--- config.mk ---
export PLATFORM = sky130hd
export DESIGN_NAME = sbit_emulator_top
export DESIGN_NICKNAME = d
export VERILOG_FILES = /design/src/emu_sbit_pkg.sv /design/src/emu_timing_pkg.sv /design/src/bx_timing_if.sv /design/src/sbit_emulator_top.sv /design/src/vfat_lane.sv /design/src/tap_delay_line.sv /design/src/sbit_pattern_gen.sv /design/src/bx_timing.sv
export VERILOG_INCLUDE_DIRS = /design/src /design/src/src
export SDC_FILE = /design/constraint.sdc
export NUM_CORES = 1
export LEC_CHECK = 0
export BUFFER_PORTS_ARGS = -buffer_cell sky130_fd_sc_hd__buf_2
export CAP_MARGIN = 20
export CORE_ASPECT_RATIO = 0.75
export CORE_MARGIN = 5
export CORE_UTILIZATION = 57
export CTS_CLUSTER_SIZE = 40
export DETAILED_ROUTE_END_ITERATION = 10
export MAX_ROUTING_LAYER = met4
export PLACE_DENSITY = 0.86
export SYNTH_ARGS = -nofsm -noshare
export SYNTH_HDL_FRONTEND = slang
export SYNTH_SLANG_ARGS = --single-unit
--- constraint.sdc ---
create_clock -name clk40 -period 2.4 [get_ports clk40]
set_clock_uncertainty 0.2 [all_clocks]
set_input_delay 0.36 -clock clk40 [delete_from_list [all_inputs] [get_ports clk40]]
set_output_delay 0.36 -clock clk40 [all_outputs]
set_load 0.01 [all_outputs]
--- src/emu_params.svh ---
`ifndef EMU_PARAMS_SVH
`define EMU_PARAMS_SVH

// ----------------------------------------
// emulator geometry
// ----------------------------------------
// vfats driven by the emulator
`define EMU_NUM_VFATS      4
// s-bits in one vfat frame
`define EMU_SBITS_PER_VFAT 8

// ----------------------------------------
// timing
// ----------------------------------------
`define EMU_TAP_DEPTH      64   // taps per delay line, power of two
`define EMU_TAP_STEP       32   // tap sweep per orbit
`define EMU_BC0_PERIOD     512  // orbit length in bx
`define EMU_STARTUP_CYCLES 600  // quiet time while the link comes up
`define EMU_NUM_SLOTS      8    // even, odd, then idle slots

`endif
--- src/emu_sbit_pkg.sv ---
`include "emu_params.svh"

package emu_sbit_pkg;

  // ----------------------------------------
  // s-bit data
  // ----------------------------------------

  // all s-bits of one vfat in one crossing
  typedef logic [`EMU_SBITS_PER_VFAT-1:0] vfat_frame_t;

  // every vfat side by side, vfat 0 in the low byte
  typedef vfat_frame_t [`EMU_NUM_VFATS-1:0] sbit_bus_t;

endpackage

--- src/emu_timing_pkg.sv ---
`include "emu_params.svh"

package emu_timing_pkg;

  // position inside the repeating slot cycle
  typedef logic [$clog2(`EMU_NUM_SLOTS)-1:0] slot_phase_t;

  // what a bunch crossing slot carries
  typedef enum logic [1:0] {
    SLOT_EVEN = 2'd0, // first crossing, even pattern
    SLOT_ODD  = 2'd1, // next crossing, odd pattern
    SLOT_IDLE = 2'd2  // nothing sent, keeps latency easy to see
  } slot_kind_e;

  // selected tap of the delay lines
  typedef logic [$clog2(`EMU_TAP_DEPTH)-1:0] tap_t;

endpackage

--- src/bx_timing_if.sv ---
`timescale 1ns/1ps

interface bx_timing_if;

  logic                       startup_done; // level, stays high after startup
  logic                       bc0;          // one bx pulse per orbit
  emu_timing_pkg::slot_kind_e slot_kind;    // kind of the current slot
  emu_timing_pkg::tap_t       tap;          // common tap for all delay lines

  // counter block drives everything
  modport timing_mp (
    output startup_done,
    output bc0,
    output slot_kind,
    output tap
  );

  modport pattern_mp (input startup_done, input slot_kind);

  modport lane_mp (input tap);

endinterface

--- src/sbit_emulator_top.sv ---
`timescale 1ns/1ps
`include "emu_params.svh"

module sbit_emulator_top
  import emu_sbit_pkg::*;
(
  input  logic                                          clk40,
  input  logic                                          reset_i,
  input  logic [`EMU_NUM_VFATS*`EMU_SBITS_PER_VFAT-1:0] pat_even_i,
  input  logic [`EMU_NUM_VFATS*`EMU_SBITS_PER_VFAT-1:0] pat_odd_i,
  input  logic [`EMU_NUM_VFATS*`EMU_SBITS_PER_VFAT-1:0] invert_mask_i,
  output logic [`EMU_NUM_VFATS*`EMU_SBITS_PER_VFAT-1:0] sbits_o,
  output logic                                          bc0_o,
  output logic                                          startup_done_o
);

  // ----------------------------------------
  // flat ports onto vfat frames
  // ----------------------------------------
  sbit_bus_t pat_even;
  sbit_bus_t pat_odd;
  sbit_bus_t invert_mask;
  sbit_bus_t pat_frame;   // selected pattern, one bx late
  sbit_bus_t sbits;

  assign pat_even    = pat_even_i;
  assign pat_odd     = pat_odd_i;
  assign invert_mask = invert_mask_i; // bit n flips s-bit n

  // ----------------------------------------
  // timing
  // ----------------------------------------
  bx_timing_if timing_if ();

  bx_timing u_timing (
    .clk40   (clk40),
    .reset_i (reset_i),
    .timing  (timing_if.timing_mp)
  );

  // ----------------------------------------
  // pattern source
  // ----------------------------------------
  sbit_pattern_gen u_pattern (
    .clk40      (clk40),
    .reset_i    (reset_i),
    .timing     (timing_if.pattern_mp),
    .pat_even_i (pat_even),
    .pat_odd_i  (pat_odd),
    .frame_o    (pat_frame)
  );

  // ----------------------------------------
  // per vfat delay and inversion
  // ----------------------------------------
  for (genvar v = 0; v < `EMU_NUM_VFATS; v++) begin : g_vfat
    vfat_lane u_lane (
      .clk40    (clk40),
      .reset_i  (reset_i),
      .timing   (timing_if.lane_mp),
      .frame_i  (pat_frame[v]),
      .invert_i (invert_mask[v]),
      .frame_o  (sbits[v])
    );
  end

  assign sbits_o        = sbits;
  assign bc0_o          = timing_if.bc0;          // orbit marker out
  assign startup_done_o = timing_if.startup_done;

endmodule

--- src/vfat_lane.sv ---
`timescale 1ns/1ps

module vfat_lane
  import emu_sbit_pkg::*;
(
  input  logic         clk40,
  input  logic         reset_i,
  bx_timing_if.lane_mp timing,
  input  vfat_frame_t  frame_i,  // undelayed s-bits of this vfat
  input  vfat_frame_t  invert_i, // 1 flips the pin polarity
  output vfat_frame_t  frame_o
);

  vfat_frame_t dly_bits; // delay line outputs

  // ----------------------------------------
  // one delay line per s-bit
  // ----------------------------------------
  for (genvar i = 0; i < $bits(vfat_frame_t); i++) begin : g_bit
    tap_delay_line u_dly (
      .clk40 (clk40),
      .bit_i (frame_i[i]),
      .tap_i (timing.tap), // same tap on every pin
      .bit_o (dly_bits[i])
    );
  end

  // polarity swap as on the board pairs, then register
  always_ff @(posedge clk40) begin
    if (reset_i) begin
      frame_o <= '0;
    end else begin
      frame_o <= dly_bits ^ invert_i;
    end
  end

endmodule

--- src/tap_delay_line.sv ---
`timescale 1ns/1ps
`include "emu_params.svh"

module tap_delay_line
  import emu_timing_pkg::*;
#(
  parameter int DEPTH = `EMU_TAP_DEPTH // power of two
) (
  input  logic clk40,
  input  logic bit_i,
  input  tap_t tap_i,
  output logic bit_o
);

  localparam int SEL_W = $clog2(DEPTH);

  logic [DEPTH-1:0] sr_q; // element 0 holds the newest bit
  logic [SEL_W-1:0] sel;

  // tap fits the depth, extended or cut as needed
  assign sel = SEL_W'(tap_i);

  // shift every bx, srl style
  always_ff @(posedge clk40) begin
    sr_q <= {sr_q[DEPTH-2:0], bit_i};
  end

  assign bit_o = sr_q[sel]; // tap d gives d+1 bx of delay

endmodule

--- src/sbit_pattern_gen.sv ---
`timescale 1ns/1ps

module sbit_pattern_gen
  import emu_timing_pkg::*;
  import emu_sbit_pkg::*;
(
  input  logic            clk40,
  input  logic            reset_i,
  bx_timing_if.pattern_mp timing,
  input  sbit_bus_t       pat_even_i, // sent in the even slot
  input  sbit_bus_t       pat_odd_i,  // sent in the odd slot
  output sbit_bus_t       frame_o
);

  sbit_bus_t sel_pat;

  // ----------------------------------------
  // slot select
  // ----------------------------------------
  always_comb begin
    sel_pat = '0; // idle slots and link startup stay quiet
    if (timing.startup_done) begin
      case (timing.slot_kind)
        SLOT_EVEN: sel_pat = pat_even_i;
        SLOT_ODD:  sel_pat = pat_odd_i;
        default:   sel_pat = '0;
      endcase
    end
  end

  // one bx of latency
  always_ff @(posedge clk40) begin
    if (reset_i) begin
      frame_o <= '0;
    end else begin
      frame_o <= sel_pat;
    end
  end

endmodule

--- src/bx_timing.sv ---
`timescale 1ns/1ps
`include "emu_params.svh"

module bx_timing
  import emu_timing_pkg::*;
(
  input  logic           clk40,
  input  logic           reset_i,
  bx_timing_if.timing_mp timing
);

  localparam int START_W = $clog2(`EMU_STARTUP_CYCLES);
  localparam int BC0_W   = $clog2(`EMU_BC0_PERIOD);

  logic [START_W-1:0] startup_cnt;
  logic               startup_done_q;
  logic [BC0_W-1:0]   bc0_cnt;        // position in the orbit
  logic               bc0_q;
  slot_phase_t        phase_q;
  slot_kind_e         slot_kind_q;
  tap_t               tap_q;

  // phase 0 even, phase 1 odd, rest idle
  function automatic slot_kind_e phase_to_kind(slot_phase_t ph);
    slot_kind_e kind;
    case (ph)
      slot_phase_t'(0): kind = SLOT_EVEN;
      slot_phase_t'(1): kind = SLOT_ODD;
      default:          kind = SLOT_IDLE;
    endcase
    return kind;
  endfunction

  // ----------------------------------------
  // counters
  // ----------------------------------------
  always_ff @(posedge clk40) begin
    if (reset_i) begin
      startup_cnt    <= '0;
      startup_done_q <= 1'b0;
      bc0_cnt        <= '0;
      bc0_q          <= 1'b0;
      phase_q        <= '0;
      slot_kind_q    <= SLOT_EVEN; // phase 0 in the first bx
      tap_q          <= '0;
    end else begin
      if (!startup_done_q) begin
        startup_cnt <= startup_cnt + 1'b1; // freezes once done
        if (startup_cnt == START_W'(`EMU_STARTUP_CYCLES - 1)) begin
          startup_done_q <= 1'b1;
        end
      end
      // flag one early so the registered pulse sits on the last bx of the orbit
      bc0_q <= (bc0_cnt == BC0_W'(`EMU_BC0_PERIOD - 2));
      if (bc0_cnt == BC0_W'(`EMU_BC0_PERIOD - 1)) begin
        bc0_cnt <= '0;
      end else begin
        bc0_cnt <= bc0_cnt + 1'b1;
      end
      phase_q     <= phase_q + 1'b1;                // wraps at slot count
      slot_kind_q <= phase_to_kind(phase_q + 1'b1); // kind of the next phase
      if (bc0_q) begin
        tap_q <= tap_q + tap_t'(`EMU_TAP_STEP); // sweep, modulo depth
      end
    end
  end

  assign timing.startup_done = startup_done_q;
  assign timing.bc0          = bc0_q;
  assign timing.slot_kind    = slot_kind_q;
  assign timing.tap          = tap_q;

endmodule

* Word-level counts from Yosys, hierarchy flattened
Index checks and enable logic that the tools add are counted.
W data, S select, Z words.
** Operators by class
- $add $sub $neg :: 4
- $lt $le $gt $ge :: 1
- Eq/ne operators :: 5
- Mux-type cells :: 68
- Bitwise operators :: 5
- Reduce and logical (&&, ||, !) cells :: 4
** Operator list (count)
- $bmux W1 S6 :: 32
- $pmux W32 S2 :: 1
- $mux W1 :: 34
- $xor A8 B8 Y8 :: 4
- $eq A9 B9 Y1 const B :: 2
- $add A10 B1 Y10 const B :: 1
- $eq A10 B10 Y1 const B :: 1
- $add A9 B1 Y9 const B :: 1
- $lt A6 B7 Y1 const B :: 1
- $add A6 B6 Y6 const B :: 1
- $pmux W2 S2 :: 1
- $reduce_or A2 Y1 :: 2
- $add A3 B1 Y3 const B :: 1
- $eq A3 B1 Y1 const B :: 1
- $logic_not A3 Y1 :: 1
- $eq A2 B1 Y1 const B :: 1
- $logic_not A2 Y1 :: 1
- $not A1 Y1 :: 1
** Word-level totals
- Bits in registers :: 2144
- Output and inout bits :: 34

* Longest topological paths before layout
- Word-level depth :: 3
- Depth in mapped cells :: 7
- Mapped depth without buffers :: 6

* Hierarchy
Synthesis repeated with hierarchy kept, for this count alone.
** Unflattened totals
- Cell total of the unflattened synthesis :: 3757
- Area total of the unflattened synthesis :: 61472.7 um^2
** By module, submodules not included
- tap_delay_line :: times used 32, cells an instance 107, area each 1814.2 um^2
- bx_timing :: times used 1, cells an instance 128, area each 1182.4 um^2
- sbit_pattern_gen :: times used 1, cells an instance 105, area each 1148.6 um^2
- vfat_lane :: times used 4, cells an instance 25, area each 271.5 um^2

* Worst setup path after synthesis
No wires, ideal clock.
- Kind :: register to register
- Start point :: reg u_timing.bc0_cnt[0]
- End point :: reg u_timing.bc0_cnt[2]
- Library setup time :: 0.124 ns
- Data arrival time :: 1.369 ns
- Required time :: 2.076 ns
- Slack :: 0.706 ns
- Stages on the path, launching flop included :: 8
- Cell sequence :: dfxtp_1 ha_1 inv_1 nor3_1 ha_1 or2_2 clkbuf_1 nor2_1
** On the way
- Word-level cells in the longest chain between the ends :: 2
- Elaborated cells between the ends (all ways) :: 3
** RTL lines
- start: declaration :: RTL line bx_timing.sv:17 : logic [BC0_W-1:0] bc0_cnt;
- start signal: assignment :: RTL line bx_timing.sv:58 : bc0_cnt <= bc0_cnt + 1'b1;
- parallel branches: the longest is 2 deep, another holds $add A9 B1 Y9
Parallel ways; which one is timed is not known.
A chain may end at the register's enable or synchronous reset.

* Final worst setup path
- Start point :: reg u_timing.slot_kind_q[0] (netlist: u_timing.timing.slot_kind[0])
- End point :: reg u_pattern.frame_o[24] (netlist bit)
** On the way
- Word-level cells in the longest chain between the ends :: 2
- Elaborated cells between the ends (all ways) :: 3
** RTL lines
- start: declaration :: RTL line bx_timing.sv:20 : slot_kind_e slot_kind_q;
- start signal: assignment :: RTL line bx_timing.sv:61 : slot_kind_q <= phase_to_kind(phase_q + 1'b1);
- $eq A2 B1 Y1 / $logic_not A2 Y1 (equally long branches) :: RTL line sbit_pattern_gen.sv:23 : case (timing.slot_kind)
- $pmux W32 S2 (*) :: RTL line sbit_pattern_gen.sv:23
- end signal: assignment :: RTL line sbit_pattern_gen.sv:36 : frame_o <= sel_pat;
- end: declaration :: RTL line sbit_pattern_gen.sv:12 : output sbit_bus_t frame_o
Every way passes the cells marked *; elsewhere a longest branch is shown, timed or not.

==> results.md <==
* Initial Utilization at 57.4%
* TNS Setup at 0 ns
* Final wirelength at 38700 microns
* RD Place Congestion at 0.704
* Number of gates resized after cts at 0
* Startpoint types: flop
* DRT antenna net count at 0
* Met1 Wirelength at 17200 microns
* Fmax at 0.449 GHz
* Worst-path clk slew at 0.07 ns
* Cells after Synth at 1417
* GR Overflow Total at 0
* Post-detail-place hpwl at 18400 microns
* Hold Crit Class: in2reg
* Reg2reg end: u_pattern.frame_o[24]$_SDFF_PP0_
* Setup bufs post-CTS at 0
* Syn nets at 1522
* Largest net degree at the start of global routing at 54
* Synth Area per Inst at 17.5 sq um
* P&R area growth vs syn at 22.9%
* Rows at 66
* Worst hold slack at 0.0230 ns
* Power density over the cells at 1170 nW/um^2
* CP max stage delay at 0.61 ns
* Reg2reg path depth at 4
* First-pass GRT wire length at 61000 microns
* Worst path required time at 2.66 ns
* Ys Warns at 0
* DR vias/cell at 4.36
* Port buffer count at 131
* Async SR Flop Fraction at 0%
* Post-synth top flop: dfxtp_1
* Mapped Area at 24800 sq um
* VDD IR-drop max at 0.732 mV
* Critical path type: reg2reg
* Utilization after layout at 70.5%
* Crit path max fanout at 21
* Initial antenna violation count at 2
* Slew Limit Headroom at 40.6%
* Worst Path Buf+Inv at 2
* Met2 WL at 19100 microns
* Tmin final at 2.23 ns
* Number of synthesized flops with an enable pin at 0
* Max Cap Violations at 0
* CTS max path bufs at 3
* Via count at 10400
* Worst setup margin at 0.174 ns
* Share of cells above drive strength 1 at 16.8%
* Commonest non-fill, non-tap cell in the layout: dfxtp_1
* Worst reg-to-reg setup slack at 0.17 ns
* TritonCTS Buffers at 91
* Number of global-route vias before repair at 11400
* Critical Path Stages at 4
* Drt initial violations at 494
* Crit path arrival time at 2.49 ns
* Status: finished, final reports clean
* Slew at the pin closest to its max-slew limit at 0.888 ns
* Die Height at 191 microns
* Hold Violations, Final at 0
* Gr usage total at 16.9%
* Drt first pass iters at 5
* Final Setup Violations at 0
* # fillers at 2553
* Critical Path Start: u_timing.timing.slot_kind[0]$_SDFF_PP0_
* H-tree depth at 3
* Pleak at 12.4 nW
* Critical path cell sequence: buf_12, mux2i_1, dlygate4sd3_1, nor2_1
* Delay-heaviest family, CP: buffers and inverters
* Detailed-routed wire length on met3 at 1520 microns
* Setup crit end: u_pattern.frame_o[24]$_SDFF_PP0_
* Remaining DRCs at 0
* Post-synth cell types at 31
* I/O pins at 132
* Clk sink count at 1147
* Nets at 1828
* TritonCTS clock tree: done
* Crit-path slowest cell: dfxtp_2
* Worst R2R Start: u_timing.timing.slot_kind[0]$_SDFF_PP0_
* Final Cycle Share at 92.7%
* Routed length per instance at 16.2 microns
* Commonest cells after routing, fill and taps aside: 1145 x dfxtp_1, 131 x buf_2, 97 x dlygate4sd3_1
* Die X at 251 microns
* Clock Root Buffer: clkbuf_16
* Worst-skew pair later-pin latency at 0.62 ns
* RSZ-0062 raised after global routing: no
* Core footprint at 43200 sq um
* Highest Signal Layer: met4
* Sequential share of the synthesized area at 92.7%
* Total power at 35.8 mW
* Kind of end point of the critical path: flop
* Slew Viols, Final at 0
* Post-place setup slack at 0.598 ns
* Post-synthesis register bit count at 1147
* Total die area at 47800 sq um
what timing repair did:
action                                 in CTS  in global routing
hold buffers                               97                  0
endpoints found under the hold margin      64                  0
setup endpoints to repair                   0                  0
kinds of logic (layout without fill, tap and decap cells):
logic type | after synthesis | count (layout) | synth area share [%]
adder cells (fa/ha/maj) | 7 | 7 | 0.353
other | 0 | 1 | 0
AO/OA/AOI/OAI | 17 | 17 | 0.379
XOR/XNOR | 39 | 39 | 1.38
flip-flops | 1147 | 1147 | 92.7
AND/OR/NAND/NOR | 116 | 116 | 2.14
multiplexers | 66 | 66 | 2.67
buffers and inverters | 25 | 409 | 0.414
state kept, by name, summed over array words and instances, names as in the netlist:
signal and cells:
g_vfat.u_lane.frame_o 32, g_vfat.u_lane.g_bit.u_dly.sr_q 1056, u_pattern.frame_o 32, u_timing.bc0_cnt 9, u_timing.phase_q 3, u_timing.startup_cnt 10
u_timing.timing.bc0 1, u_timing.timing.slot_kind 2, u_timing.timing.startup_done 1, u_timing.timing.tap 1
report_power, final:
group	internal, mW	leakage, nW	switching, mW
sequential	19.1	9.24	0.0373
clock	9.50	1.63	6.65
combinational	0.300	1.52	0.207
per-stage QoR:
step           area [sq um]  cells
6_report              30500   2380
5_1_grt               30500   2380
4_1_cts               30500   2379
3_5_place_dp          26100   2111
3_3_place_gp          26100   2111
2_1_floorplan         24800   1417
routing by layer:
| layer | vias to the layer above | track usage (%) |
|---|---|---|
| met1 | 4964 | 20.6 |
| met5 | - | - |
| met4 | 0 | 5.48 |
| li1 | 5084 | - |
| met2 | 239 | 28.2 |
| met3 | 91 | 3.94 |
worst min-delay path, cell delays in order:
cell and delay (ns):
buf_2 0.12, buf_12 0.20, nor2_1 0.13
cell usage after synthesis (3+ instances only):
library cell	n	area, sq um
mux2i_1	65	651
buf_1	3	11.3
nor2_1	79	297
clkbuf_1	9	33.8
buf_2	7	35.0
inv_1	6	22.5
ha_1	7	87.6
dfxtp_1	1147	23000
or3_1	6	37.5
xor2_1	37	324
nand2_1	6	22.5
nor2b_1	5	31.3
nand3_1	5	25.0
o21ai_0	6	30.0
a21oi_1	8	40.0
worst min-delay path by stage:
stage	start	to	slack, ns	cells after the start
floorplan	u_pattern.frame_o[0]$_SDFF_PP0_	g_vfat[0].u_lane.g_bit[0].u_dly.sr_q[0]$_DFF_P_	0.11	0
global placement	g_vfat[3].u_lane.g_bit[5].u_dly.sr_q[21]$_DFF_P_	g_vfat[3].u_lane.g_bit[5].u_dly.sr_q[22]$_DFF_P_	0.11	0
detailed placement	g_vfat[0].u_lane.g_bit[1].u_dly.sr_q[11]$_DFF_P_	g_vfat[0].u_lane.g_bit[1].u_dly.sr_q[12]$_DFF_P_	0.11	0
CTS	reset_i	g_vfat[3].u_lane.frame_o[6]$_SDFF_PP0_	0.005	3
global route	reset_i	g_vfat[3].u_lane.frame_o[6]$_SDFF_PP0_	0.03	3
finish	reset_i	g_vfat[3].u_lane.frame_o[6]$_SDFF_PP0_	0.02	3
layout make-up:
type | count | area, sq um | share of cell area (%)
timing repair buffer | 232 | 1680 | 5.52
clock buffer | 122 | 2630 | 8.62
inverter | 6 | 22.5 | 0.0739
multi-input combinational | 245 | 1720 | 5.64
tap | 578 | 723 | 2.37
clock inverter | 49 | 718 | 2.36
sequential | 1147 | 23000 | 75.4
antenna | 1 | 2.50 | 0.00822
(Power assumes the default switching activity.)
